**src/huf_pkg.sv**
```systemverilog
//----------------------------
// fixed huffman coder types
//----------------------------

package huf_pkg;

  // symbol field widths
  localparam int LIT_DAT_WD = 8;
  localparam int LEN_DAT_WD = 7;
  localparam int DIS_DAT_WD = 7;

  // base code widths and extra bit limits
  localparam int LEN_BASE_WD = 7;
  localparam int DIS_BASE_WD = 5;
  localparam int LEN_BANDS   = 4;
  localparam int DIS_BANDS   = 5;
  localparam int LEN_BAND_WD = 2;
  localparam int DIS_BAND_WD = 3;
  localparam int LEN_EXT_MAX = LEN_BANDS - 1;
  localparam int DIS_EXT_MAX = DIS_BANDS - 1;

  // code widths
  localparam int LIT_CODE_WD = 9;
  localparam int LEN_CODE_WD = LEN_BASE_WD + LEN_EXT_MAX;
  localparam int DIS_CODE_WD = DIS_BASE_WD + DIS_EXT_MAX;
  localparam int CODE_WD_WD  = 4;
  localparam int HUF_CODE_WD = LEN_CODE_WD + DIS_CODE_WD;
  localparam int HUF_WD_WD   = 5;

  typedef logic [LIT_DAT_WD-1:0]  lit_dat_t;
  typedef logic [LEN_DAT_WD-1:0]  len_dat_t;
  typedef logic [DIS_DAT_WD-1:0]  dis_dat_t;
  typedef logic [LIT_CODE_WD-1:0] lit_code_t;
  typedef logic [LEN_CODE_WD-1:0] len_code_t;
  typedef logic [DIS_CODE_WD-1:0] dis_code_t;
  typedef logic [CODE_WD_WD-1:0]  code_wd_t;
  typedef logic [HUF_CODE_WD-1:0] huf_code_t;
  typedef logic [HUF_WD_WD-1:0]   huf_wd_t;

  //---- literal table ---------
  localparam lit_dat_t  LIT_SPLIT   = 8'd143;
  localparam lit_code_t LIT_LO_BASE = 9'h030;
  localparam lit_code_t LIT_HI_BASE = 9'h190;
  localparam code_wd_t  LIT_LO_WD   = 4'd8;
  localparam code_wd_t  LIT_HI_WD   = 4'd9;

  //---- length table ----------
  localparam len_dat_t LEN_MIN = 7'd3;
  localparam len_dat_t LEN_MAX = 7'd64;
  // band i starts at LO[i] and carries i extra bits
  localparam len_dat_t LEN_BAND_LO [LEN_BANDS] = '{LEN_MIN, 7'd11, 7'd19, 7'd35};
  localparam logic [LEN_BASE_WD-1:0] LEN_BAND_BASE [LEN_BANDS] = '{7'd1, 7'd9, 7'd13, 7'd17};

  //---- distance table --------
  localparam dis_dat_t DIS_MIN = 7'd1;
  localparam dis_dat_t DIS_MAX = 7'd64;
  localparam dis_dat_t DIS_BAND_LO [DIS_BANDS] = '{DIS_MIN, 7'd5, 7'd9, 7'd17, 7'd33};
  localparam logic [DIS_BASE_WD-1:0] DIS_BAND_BASE [DIS_BANDS] =
    '{5'd0, 5'd4, 5'd6, 5'd8, 5'd10};

  typedef struct packed {
    logic     flg_lit;
    lit_dat_t lit;
    len_dat_t len;
    dis_dat_t dis;
  } huf_sym_t;

  typedef struct packed {
    lit_code_t code;
    code_wd_t  wd;
  } lit_part_t;

  typedef struct packed {
    len_code_t code;
    code_wd_t  wd;
  } len_part_t;

  typedef struct packed {
    dis_code_t code;
    code_wd_t  wd;
  } dis_part_t;

  typedef struct packed {
    huf_code_t code;
    huf_wd_t   wd;
  } huf_out_t;

endpackage

```
**src/huf_code_merge.sv**
```systemverilog
//----------------------------
// code merge and output reg
//----------------------------

`timescale 1ns/1ps

module huf_code_merge (
  input  logic               clk_i,
  input  logic               rst_n_i,
  input  logic               vld_i,
  input  logic               flg_lit_i,
  input  huf_pkg::lit_part_t lit_i,
  input  huf_pkg::len_part_t len_i,
  input  huf_pkg::dis_part_t dis_i,
  output logic               vld_o,
  output huf_pkg::huf_out_t  out_o
);

  localparam huf_pkg::huf_wd_t PAIR_WD_MIN =
    huf_pkg::huf_wd_t'(huf_pkg::LEN_BASE_WD + huf_pkg::DIS_BASE_WD);
  localparam huf_pkg::huf_wd_t PAIR_WD_MAX =
    huf_pkg::huf_wd_t'(huf_pkg::LEN_CODE_WD + huf_pkg::DIS_CODE_WD);

  huf_pkg::huf_out_t nxt;

  //---- merge -----------------
  // length code sits above the distance code
  always_comb begin
    if (flg_lit_i) begin
      nxt.code = huf_pkg::huf_code_t'(lit_i.code);
      nxt.wd   = huf_pkg::huf_wd_t'(lit_i.wd);
    end
    else begin
      nxt.code = (huf_pkg::huf_code_t'(len_i.code) << dis_i.wd)
               | huf_pkg::huf_code_t'(dis_i.code);
      nxt.wd   = huf_pkg::huf_wd_t'(len_i.wd) + huf_pkg::huf_wd_t'(dis_i.wd);
    end
  end

  //---- output register -------
  always_ff @(posedge clk_i or negedge rst_n_i) begin
    if (!rst_n_i) begin
      vld_o <= 1'b0;
      out_o <= '0;
    end
    else begin
      vld_o <= vld_i;
      // hold last word while idle
      if (vld_i) begin
        out_o <= nxt;
      end
    end
  end

  // width range follows the kind of symbol taken a cycle earlier
  out_wd_range_a: assert property (
    @(posedge clk_i) disable iff (!rst_n_i)
    vld_o |-> ($past(flg_lit_i)
               ? (out_o.wd inside {[huf_pkg::LIT_LO_WD:huf_pkg::LIT_HI_WD]})
               : (out_o.wd inside {[PAIR_WD_MIN:PAIR_WD_MAX]}))
  );

endmodule

```
**src/huf_dis_coder.sv**
```systemverilog
//----------------------------
// match distance coder
//----------------------------

`timescale 1ns/1ps

module huf_dis_coder (
  input  huf_pkg::dis_dat_t  dis_i,
  output huf_pkg::dis_part_t part_o
);

  logic [huf_pkg::DIS_BAND_WD-1:0] band;
  huf_pkg::dis_dat_t               off;
  huf_pkg::dis_dat_t               shr;
  logic [huf_pkg::DIS_BASE_WD-1:0] base;
  logic [huf_pkg::DIS_EXT_MAX-1:0] rev;
  logic [huf_pkg::DIS_EXT_MAX-1:0] ext;

  //---- band select -----------
  always_comb begin
    band = '0;
    for (int i = 1; i < huf_pkg::DIS_BANDS; i++) begin
      if (dis_i >= huf_pkg::DIS_BAND_LO[i]) begin
        band = i[huf_pkg::DIS_BAND_WD-1:0];
      end
    end
  end

  //---- base and extra bits ---
  assign off = dis_i - huf_pkg::DIS_BAND_LO[band];
  assign shr = off >> band;

  // shr is at most 3, so the low bits suffice
  assign base = huf_pkg::DIS_BAND_BASE[band] + shr[huf_pkg::DIS_BASE_WD-1:0];

  always_comb begin
    for (int i = 0; i < huf_pkg::DIS_EXT_MAX; i++) begin
      rev[i] = off[huf_pkg::DIS_EXT_MAX-1-i];
    end
  end

  // keep the band's own extra bits only
  assign ext = rev >> (huf_pkg::DIS_EXT_MAX - band);

  always_comb begin
    part_o.code = (huf_pkg::dis_code_t'(base) << band) | huf_pkg::dis_code_t'(ext);
    part_o.wd   = huf_pkg::code_wd_t'(huf_pkg::DIS_BASE_WD) + huf_pkg::code_wd_t'(band);
  end

endmodule

```
**src/huf_len_coder.sv**
```systemverilog
//----------------------------
// match length coder
//----------------------------

`timescale 1ns/1ps

module huf_len_coder (
  input  huf_pkg::len_dat_t  len_i,
  output huf_pkg::len_part_t part_o
);

  logic [huf_pkg::LEN_BAND_WD-1:0] band;
  huf_pkg::len_dat_t               off;
  huf_pkg::len_dat_t               shr;
  logic [huf_pkg::LEN_BASE_WD-1:0] base;
  logic [huf_pkg::LEN_EXT_MAX-1:0] rev;
  logic [huf_pkg::LEN_EXT_MAX-1:0] ext;

  //---- band select -----------
  // last band whose start is not above the length
  always_comb begin
    band = '0;
    for (int i = 1; i < huf_pkg::LEN_BANDS; i++) begin
      if (len_i >= huf_pkg::LEN_BAND_LO[i]) begin
        band = i[huf_pkg::LEN_BAND_WD-1:0];
      end
    end
  end

  //---- base and extra bits ---
  assign off  = len_i - huf_pkg::LEN_BAND_LO[band];
  assign shr  = off >> band;
  assign base = huf_pkg::LEN_BAND_BASE[band] + shr;

  // extra bits go out msb first, so mirror the offset
  always_comb begin
    for (int i = 0; i < huf_pkg::LEN_EXT_MAX; i++) begin
      rev[i] = off[huf_pkg::LEN_EXT_MAX-1-i];
    end
  end

  // drop the mirrored bits that belong to the base
  assign ext = rev >> (huf_pkg::LEN_EXT_MAX - band);

  always_comb begin
    part_o.code = (huf_pkg::len_code_t'(base) << band) | huf_pkg::len_code_t'(ext);
    part_o.wd   = huf_pkg::code_wd_t'(huf_pkg::LEN_BASE_WD) + huf_pkg::code_wd_t'(band);
  end

endmodule

```
**src/huf_lit_coder.sv**
```systemverilog
//----------------------------
// literal coder
//----------------------------

`timescale 1ns/1ps

module huf_lit_coder (
  input  huf_pkg::lit_dat_t  lit_i,
  output huf_pkg::lit_part_t part_o
);

  logic flg_hi;

  // 144..255 take the 9-bit codes
  assign flg_hi = (lit_i > huf_pkg::LIT_SPLIT);

  always_comb begin
    if (flg_hi) begin
      part_o.code = huf_pkg::lit_code_t'(huf_pkg::LIT_HI_BASE + lit_i
                                         - huf_pkg::LIT_SPLIT - 1);
      part_o.wd   = huf_pkg::LIT_HI_WD;
    end
    else begin
      part_o.code = huf_pkg::LIT_LO_BASE + huf_pkg::lit_code_t'(lit_i);
      part_o.wd   = huf_pkg::LIT_LO_WD;
    end
  end

endmodule

```
**src/huffman_fixed.sv**
```systemverilog
//----------------------------
// fixed huffman coder top
//----------------------------

`timescale 1ns/1ps

module huffman_fixed (
  input  logic              clk_i,
  input  logic              rst_n_i,
  input  logic              sym_vld_i,
  input  huf_pkg::huf_sym_t sym_i,
  output logic              code_vld_o,
  output huf_pkg::huf_out_t code_o
);

  huf_pkg::lit_part_t lit_part;
  huf_pkg::len_part_t len_part;
  huf_pkg::dis_part_t dis_part;

  //---- table coders ----------
  huf_lit_coder huf_lit_coder_i (
    .lit_i  (sym_i.lit),
    .part_o (lit_part)
  );

  huf_len_coder huf_len_coder_i (
    .len_i  (sym_i.len),
    .part_o (len_part)
  );

  huf_dis_coder huf_dis_coder_i (
    .dis_i  (sym_i.dis),
    .part_o (dis_part)
  );

  //---- merge stage -----------
  huf_code_merge huf_code_merge_i (
    .clk_i     (clk_i),
    .rst_n_i   (rst_n_i),
    .vld_i     (sym_vld_i),
    .flg_lit_i (sym_i.flg_lit),
    .lit_i     (lit_part),
    .len_i     (len_part),
    .dis_i     (dis_part),
    .vld_o     (code_vld_o),
    .out_o     (code_o)
  );

  // coders only cover the short match and small window range
  sym_len_range_a: assert property (
    @(posedge clk_i) disable iff (!rst_n_i)
    (sym_vld_i && !sym_i.flg_lit)
      |-> (sym_i.len inside {[huf_pkg::LEN_MIN:huf_pkg::LEN_MAX]})
  );

  sym_dis_range_a: assert property (
    @(posedge clk_i) disable iff (!rst_n_i)
    (sym_vld_i && !sym_i.flg_lit)
      |-> (sym_i.dis inside {[huf_pkg::DIS_MIN:huf_pkg::DIS_MAX]})
  );

endmodule

```
**config.mk**
```make
export PLATFORM = sky130hd
export DESIGN_NAME = huffman_fixed
export DESIGN_NICKNAME = d
export VERILOG_FILES = /design/src/huf_pkg.sv /design/src/huf_code_merge.sv /design/src/huf_dis_coder.sv /design/src/huf_len_coder.sv /design/src/huf_lit_coder.sv /design/src/huffman_fixed.sv
export SDC_FILE = /design/constraint.sdc
export NUM_CORES = 1
export LEC_CHECK = 0
export BUFFER_PORTS_ARGS = -buffer_cell sky130_fd_sc_hd__buf_2
export CORE_ASPECT_RATIO = 1.5
export CORE_UTILIZATION = 45
export CTS_BUF_LIST = sky130_fd_sc_hd__clkbuf_8 sky130_fd_sc_hd__clkbuf_16
export CTS_CLUSTER_DIAMETER = 120
export DETAILED_ROUTE_END_ITERATION = 16
export SETUP_SLACK_MARGIN = 0.3
export SLEW_MARGIN = 30
export SYNTH_ARGS = -nofsm -noshare
export SYNTH_HDL_FRONTEND = slang
export SYNTH_SLANG_ARGS = --single-unit
```
**constraint.sdc**
```tcl
create_clock -name clk_i -period 1.05 [get_ports clk_i]
set_input_delay 0.21 -clock clk_i [delete_from_list [all_inputs] [get_ports clk_i]]
set_output_delay 0.21 -clock clk_i [all_outputs]
set_load 0.005 [all_outputs]
```
=== Word level (Yosys, flattened, before mapping) ===
Memories as Yosys holds them, arrays and structs flattened.
Index checks and enable logic that the tools add are counted.

* Bits in registers: 25
* Latch bits: 0
* Bits in writable memories: 0
* Memory bits (read-only): 96
* Input bits: 26
* Output and inout port bits: 25
* Word-level logic and storage cells: 59
* Memories: 2

{| class="wikitable"
|+ Memory list
! name !! depth !! width !! rd ports !! clocked after Yosys merged registers in !! write ports !! RTL line !! source
|-
| (name not given) || 8 || 7 || 1 || 0 || 0 || huf_dis_coder.sv:30 || <nowiki>assign off = dis_i - huf_pkg::DIS_BAND_LO[band];</nowiki>
|-
| (name not given) || 8 || 5 || 1 || 0 || 0 || huf_dis_coder.sv:34 || <nowiki>assign base = huf_pkg::DIS_BAND_BASE[band] + shr[huf_pkg::DIS_BASE_WD-1:0];</nowiki>
|}

* Add/subtract/negate cells: 13
* Multipliers: 0
* Divide/modulo/power cells: 0
* $lt $le $gt $ge: 10
* Equality and inequality tests: 0
* Shifts and indexed selects: 7
* Muxes and demuxes: 19
* Bitwise operators: 5
* Reductions and logical operators: 0

{| class="wikitable"
|+ Operators by type and width
! kind !! number
|-
| 7-bit 2-to-1 mux || 6
|-
| 3-bit by 32-bit >> shifter with 3-bit output || 1
|-
| 4-bit by 32-bit >> shifter with 4-bit output || 1
|-
| 7-bit binary-select mux with 2-bit select || 2
|-
| 24-bit 2-to-1 mux || 1
|-
| 19-bit by 9-bit OR with 19-bit output || 1
|-
| 10-bit by 4-bit << shifter with 19-bit output || 1
|-
| 7-bit by 4-bit greater-or-equal comparator with 1-bit output (second input constant) || 2
|-
| 7-bit by 5-bit greater-or-equal comparator with 1-bit output (second input constant) || 2
|-
| 7-bit by 6-bit greater-or-equal comparator with 1-bit output (second input constant) || 2
|-
| 7-bit subtractor || 2
|-
| 13-bit 2-to-1 mux || 1
|-
| 5-bit 2-to-1 mux || 2
|-
| 10-bit by 3-bit OR with 10-bit output || 1
|-
| 7-bit by 2-bit << shifter with 10-bit output || 1
|-
| 6-bit by 8-bit adder with 9-bit output (first input constant) || 1
|-
| 9-bit by 8-bit adder with 9-bit output (first input constant) || 1
|-
| 9-bit by 4-bit OR with 9-bit output || 1
|-
| 5-bit by 3-bit << shifter with 9-bit output || 1
|-
| 9-bit by 1-bit subtractor with 9-bit output (second input constant) || 1
|-
| 9-bit by 8-bit subtractor with 9-bit output (second input constant) || 1
|-
| 8-bit greater-than comparator (second input constant) || 1
|-
| 2-bit 2-to-1 mux || 4
|-
| 7-bit adder || 1
|-
| other kinds (15) || 16
|}

=== Logic depth before layout (Yosys ltp) ===
* Word-level depth: 16
* Gate-level depth with buffers: 28
* Depth with buffers taken out: 26

=== Hierarchy ===
Synthesis repeated with hierarchy kept, for this count alone.

* Cell total of the unflattened synthesis: 491
* Area total of the unflattened synthesis: 3915.0 sq um

{| class="wikitable"
|+ Modules (own cells, without submodules)
! module !! instances !! cells an instance !! area an instance (sq um) !! seq. area each (sq um)
|-
| huf_code_merge || 1 || 199 || 1814.2 || 625.6
|-
| huf_dis_coder || 1 || 150 || 1116.1 || 0.0
|-
| huf_len_coder || 1 || 121 || 832.0 || 0.0
|-
| huf_lit_coder || 1 || 21 || 152.6 || 0.0
|}

=== Worst setup path after synthesis ===
No wires, ideal clock.

* Path type: input to register
* Start point: input sym_i[1] (netlist name)
* End point: register huf_code_merge_i.out_o[11] (netlist name)
* Library setup time: 133 ps
* Data arrival time: 5104 ps
* Data required time: 917 ps
* Path slack: -4187 ps
* Stages: 26
* Path buffers: 3
* Cells stage by stage: inv_1 > ha_1 > or4_1 > buf_2 > o32a_4 > o32ai_4 > buf_6 > buf_2 > ha_1 > nand2_1 > ha_1 > nor2b_1 > o21ai_0 > a21boi_0 > o21ai_0 > nand2b_1 > xnor2_1 > o32ai_1 > a21oi_1 > ha_1 > a21o_1 > a21oi_1 > xor3_1 > a311o_1 > nand2_1 > o31ai_1

* Longest elaborated chain between the ends: 16
* Elaborated cells between the ends (all ways): 24
* Classes of those cells: add/sub (3); order compare (4); shift (3); mux (9); bitwise (3); memory (2)

{| class="wikitable"
|+ Ends and longest elaborated chain
! element !! RTL line !! source
|-
| from (decl) || huffman_fixed.sv:11 || <nowiki>input huf_pkg::huf_sym_t sym_i,</nowiki>
|-
| 7-bit by 3-bit greater-or-equal comparator with 1-bit output || huf_dis_coder.sv:23 || <nowiki>if (dis_i >= huf_pkg::DIS_BAND_LO[i]) begin</nowiki>
|-
| 1-bit 2-to-1 mux || huf_dis_coder.sv:23 ||
|-
| 2-bit 2-to-1 mux (2 in a row) || huf_dis_coder.sv:23 ||
|-
| 3-bit 2-to-1 mux || huf_dis_coder.sv:23 ||
|-
| 3-bit NOT with 4-bit output (not written as such) || huf_dis_coder.sv:30, huf_dis_coder.sv:34 ||
|-
| memory read 8 x 7 bit || - ||
|-
| 7-bit 2-to-1 mux (not written as such) (2 in a row) || huf_dis_coder.sv:30 ||
|-
| 7-bit subtractor || huf_dis_coder.sv:30 ||
|-
| 7-bit by 3-bit >> shifter with 5-bit output || huf_dis_coder.sv:31 || <nowiki>assign shr = off >> band;</nowiki>
|-
| 5-bit adder || huf_dis_coder.sv:34 ||
|-
| 5-bit by 3-bit << shifter with 9-bit output || huf_dis_coder.sv:46 || <nowiki>part_o.code = (huf_pkg::dis_code_t'(base) << band) | huf_pkg::dis_code_t'(ext);</nowiki>
|-
| 9-bit by 4-bit OR with 9-bit output || huf_dis_coder.sv:46 ||
|-
| 19-bit by 9-bit OR with 19-bit output * || huf_code_merge.sv:35 || <nowiki>| huf_pkg::huf_code_t'(dis_i.code);</nowiki>
|-
| 24-bit 2-to-1 mux * || huf_code_merge.sv:29 || <nowiki>if (flg_lit_i) begin</nowiki>
|-
| to (signal assigned) || huf_code_merge.sv:50 || <nowiki>out_o <= nxt;</nowiki>
|-
| to (decl) || huf_code_merge.sv:16 || <nowiki>output huf_pkg::huf_out_t out_o</nowiki>
|}

Mark *: on every way between the ends. The rest lies on a longest branch, timed or not. The select of a mux whose other input is x is not followed.
A chain may end at the register's enable or synchronous reset.

=== Final worst setup path ===
Ends and elaborated chain as after synthesis.

==> results.sh <==
export IMPL_r2r_setup_slack_ps=-50
export IMPL_fillers=467
export IMPL_p_total_mw=7.857
export IMPL_core_area_mm2=0.008108
export IMPL_drtIter0Drc=397
export IMPL_clk_pin_slew_worst_paths_ps=60
export IMPL_dp_hpwl_mm=10.85
export IMPL_wirelength_mm=16.48
export IMPL_reg2reg_depth=4
export IMPL_rsz0062_at_grt="yes"
export IMPL_core_rowCount=40
export IMPL_grt_pass1_wl_mm=24.08
export IMPL_hp_class="in2reg"
export IMPL_tritoncts="built"
export IMPL_p_leak_nw=3.082
export IMPL_synthesis_nets=553
export IMPL_drt_antenna_violating_nets=0
export IMPL_relSlewSlack_pct=69.79
export IMPL_drive_gt1_share_pct=59.18
export IMPL_placed_cells=796
export IMPL_finClkSkew_ps=0
export IMPL_synthCells=496
export IMPL_die_area_mm2=0.008809
export IMPL_p_per_area_mw_per_mm2=1131
export IMPL_drt_first_pass_iters=5
export IMPL_critPathMaxFanout=3
export IMPL_htree_levels=1
export IMPL_tns_ps=-70020
export IMPL_io_buffers=50
export IMPL_die_w_um=76.97
export IMPL_grtUsageTotal_pct=34.29
export IMPL_synth_seq_area_share_pct=16.49
export IMPL_async_reset_ff_share_pct=100.0
export IMPL_vdd_drop_max_mv=1.357
export IMPL_final_nets=815
export IMPL_critPathArrivalTime_ps=4610
export IMPL_status="complete, but fails checks"
export IMPL_synth_distinct_cells=76
export IMPL_grt_pass1_vias=5087
export IMPL_insertion_delay_ps=270
export IMPL_gr_total_overflow=0
export IMPL_worstMarginPinSlew_ps=449.7
export IMPL_synth_ff_type="dfrtp_1"
export IMPL_whs_ps=204.1
export IMPL_antenna_found_initial=0
export IMPL_start_util_pct=46.79
export IMPL_viasPerCell=6.019
export IMPL_setup_violations=24
export IMPL_gp_congestion=0.9225
export IMPL_routed_via_count=5188
export IMPL_whs_path_depth=3
export IMPL_stdcell_count=862
export IMPL_cts_buffer_depth=2
export IMPL_layout_min_cycle_time_ps=4458
export IMPL_max_cap_violations=0
export IMPL_period_share_pct=424.5
export IMPL_fin_util_pct=85.68
export IMPL_io_pins=51
export IMPL_synth_area_per_cell_um2=7.648
export IMPL_drv_slew=0
export IMPL_cts_root_buf="clkbuf_16"
export IMPL_cts_buffers=3
export IMPL_failed_checks="setup timing"
export IMPL_crit_type="in2reg"
export IMPL_drc_errors=0
export IMPL_cp_required_ps=1210
export IMPL_layout_setup_ws_ps=-3408
export IMPL_synth_area_mm2=0.003794
export IMPL_wl_per_cell_um=19.12
export IMPL_num_antenna_cells=0
export IMPL_max_freq_mhz=224.3
export IMPL_grt_max_degree=26
export IMPL_synth_edf_count=0
export IMPL_cp_start_kind="input pin"
export IMPL_synth_seq_cells=25
export IMPL_yosysWarnings=0
export IMPL_clkSinkCount=25
export IMPL_end_kind="register"
export IMPL_dieHeight_um=114.5
export IMPL_area_growth_pct=83.11
export IMPL_hold_viol=0
-- critical path, cell delays in order --
cell	delay, ps
buf_12	100
inv_12	30
ha_4	150
or4_4	430
o32a_4	330
o32ai_4	370
ha_4	200
nand2_4	50
ha_4	230
nor2b_4	130
o21ai_2	180
a21boi_2	110
buf_4	150
buf_4	130
nor2_4	140
a21oi_2	90
a211oi_2	220
ha_2	240
fa_2	480
a32o_1	230
a311o_1	270
nand2_1	90
o31ai_2	60
-- sequential cells by signal (all words and copies together) (netlist names) --
name	count
huf_code_merge_i.vld_o	1
huf_code_merge_i.out_o	24
-- Yosys cell counts (7+ instances only) --
cell type  instances  area share (%)
inv_1             28             2.8
a211oi_1          13             2.6
o21ai_0           28             3.7
o211ai_1          15             3.0
xor2_1             8             1.8
a31oi_1            8             1.3
nand3_1           19             2.5
mux2i_1           14             3.7
nor2_1            49             4.8
o31ai_1            7             1.4
clkbuf_1          13             1.3
a21oi_1           35             4.6
xnor2_1           10             2.3
nand2_1           39             3.9
dfrtp_1           25              16
ha_1              29             9.6
nor3_1             8             1.1
-- where the power goes --
group	switching (mW)	total [mW]	internal (mW)
logic	2.86	5.79	2.93
registers	0.0810	1.20	1.12
clock network	0.354	0.869	0.514
-- cells in the final DEF (no fill, tap or decap), drive strengths merged, types with 10 or more instances in the layout --
cell type / count
nor2: 49
inv: 33
mux2i: 14
a21oi: 36
nand2: 39
xnor2: 10
ha: 29
buf: 280
nand3: 19
o21ai: 34
dfrtp: 25
a211oi: 13
o211ai: 16
-- layout make-up --
cell class                      count  area [um2]  share of cell area (%)
Multi-Input combinational cell    411        3791                   54.58
Clock inverter                      1       5.005                 0.07205
Sequential cell                    25       625.6                   9.006
Tap cell                          105       131.4                   1.891
Clock buffer                        3       75.07                   1.081
Timing Repair Buffer              282        2155                   31.02
Inverter                           35       163.9                   2.360
-- worst paths after layout --
path / startpoint / to
worst min-delay path: sym_i[14] / huf_code_merge_i.out_o[5]
min in group asynchronous: rst_n_i / huf_code_merge_i.out_o[12]
worst max-delay path: sym_i[1] / huf_code_merge_i.out_o[11]
worst max register to register: huf_code_merge_i.out_o[13] / huf_code_merge_i.out_o[13]
max in group asynchronous: rst_n_i / huf_code_merge_i.out_o[22]
worst min register to register: huf_code_merge_i.out_o[21] / huf_code_merge_i.out_o[21]
-- repair_timing --
| action | CTS | global route |
|---|---|---|
| hold buffers | 1 | 0 |
| endpoints found under the setup margin | 49 | 74 |
| buffers inserted | 39 | 21 |
| gates resized for setup | 105 | 60 |
| endpoints found under the hold margin | 25 | 0 |
| gates cloned | 1 | 0 |
| pin swaps | 63 | 58 |
-- kinds of logic (layout without fill, tap and decap cells) --
group                    Yosys count  after routing  share of synthesized area [%]
multiplexers                      16             16                          4.287
buffers and inverters             60            321                          7.355
AND/OR/NAND/NOR                  153            153                          18.96
AO/OA/AOI/OAI                    192            192                          37.50
flip-flops                        25             25                          16.49
adder cells (fa/ha/maj)           31             31                          10.62
XOR/XNOR                          19             19                          4.782
-- through the flow --
stage                     worst slack [ps]  instance area (um2)
final                                -3408                 6947
after global placement               -3747                 5595
after CTS                            -3359                 6494
after global routing                 -3573                 6947
after floorplan                      -3734                 4124
after detailed placement             -3813                 5595
-- per-layer routing --
metal	track usage, %	vias to the layer above	part of all wire [%]
met3	3.028	88	3.6
li1	-	2410	-
met1	37.88	2483	38
met2	63.39	207	53
met5	0	-	0
met4	20.38	0	5.7
Note: power is estimated with default switching activity, not from simulation.
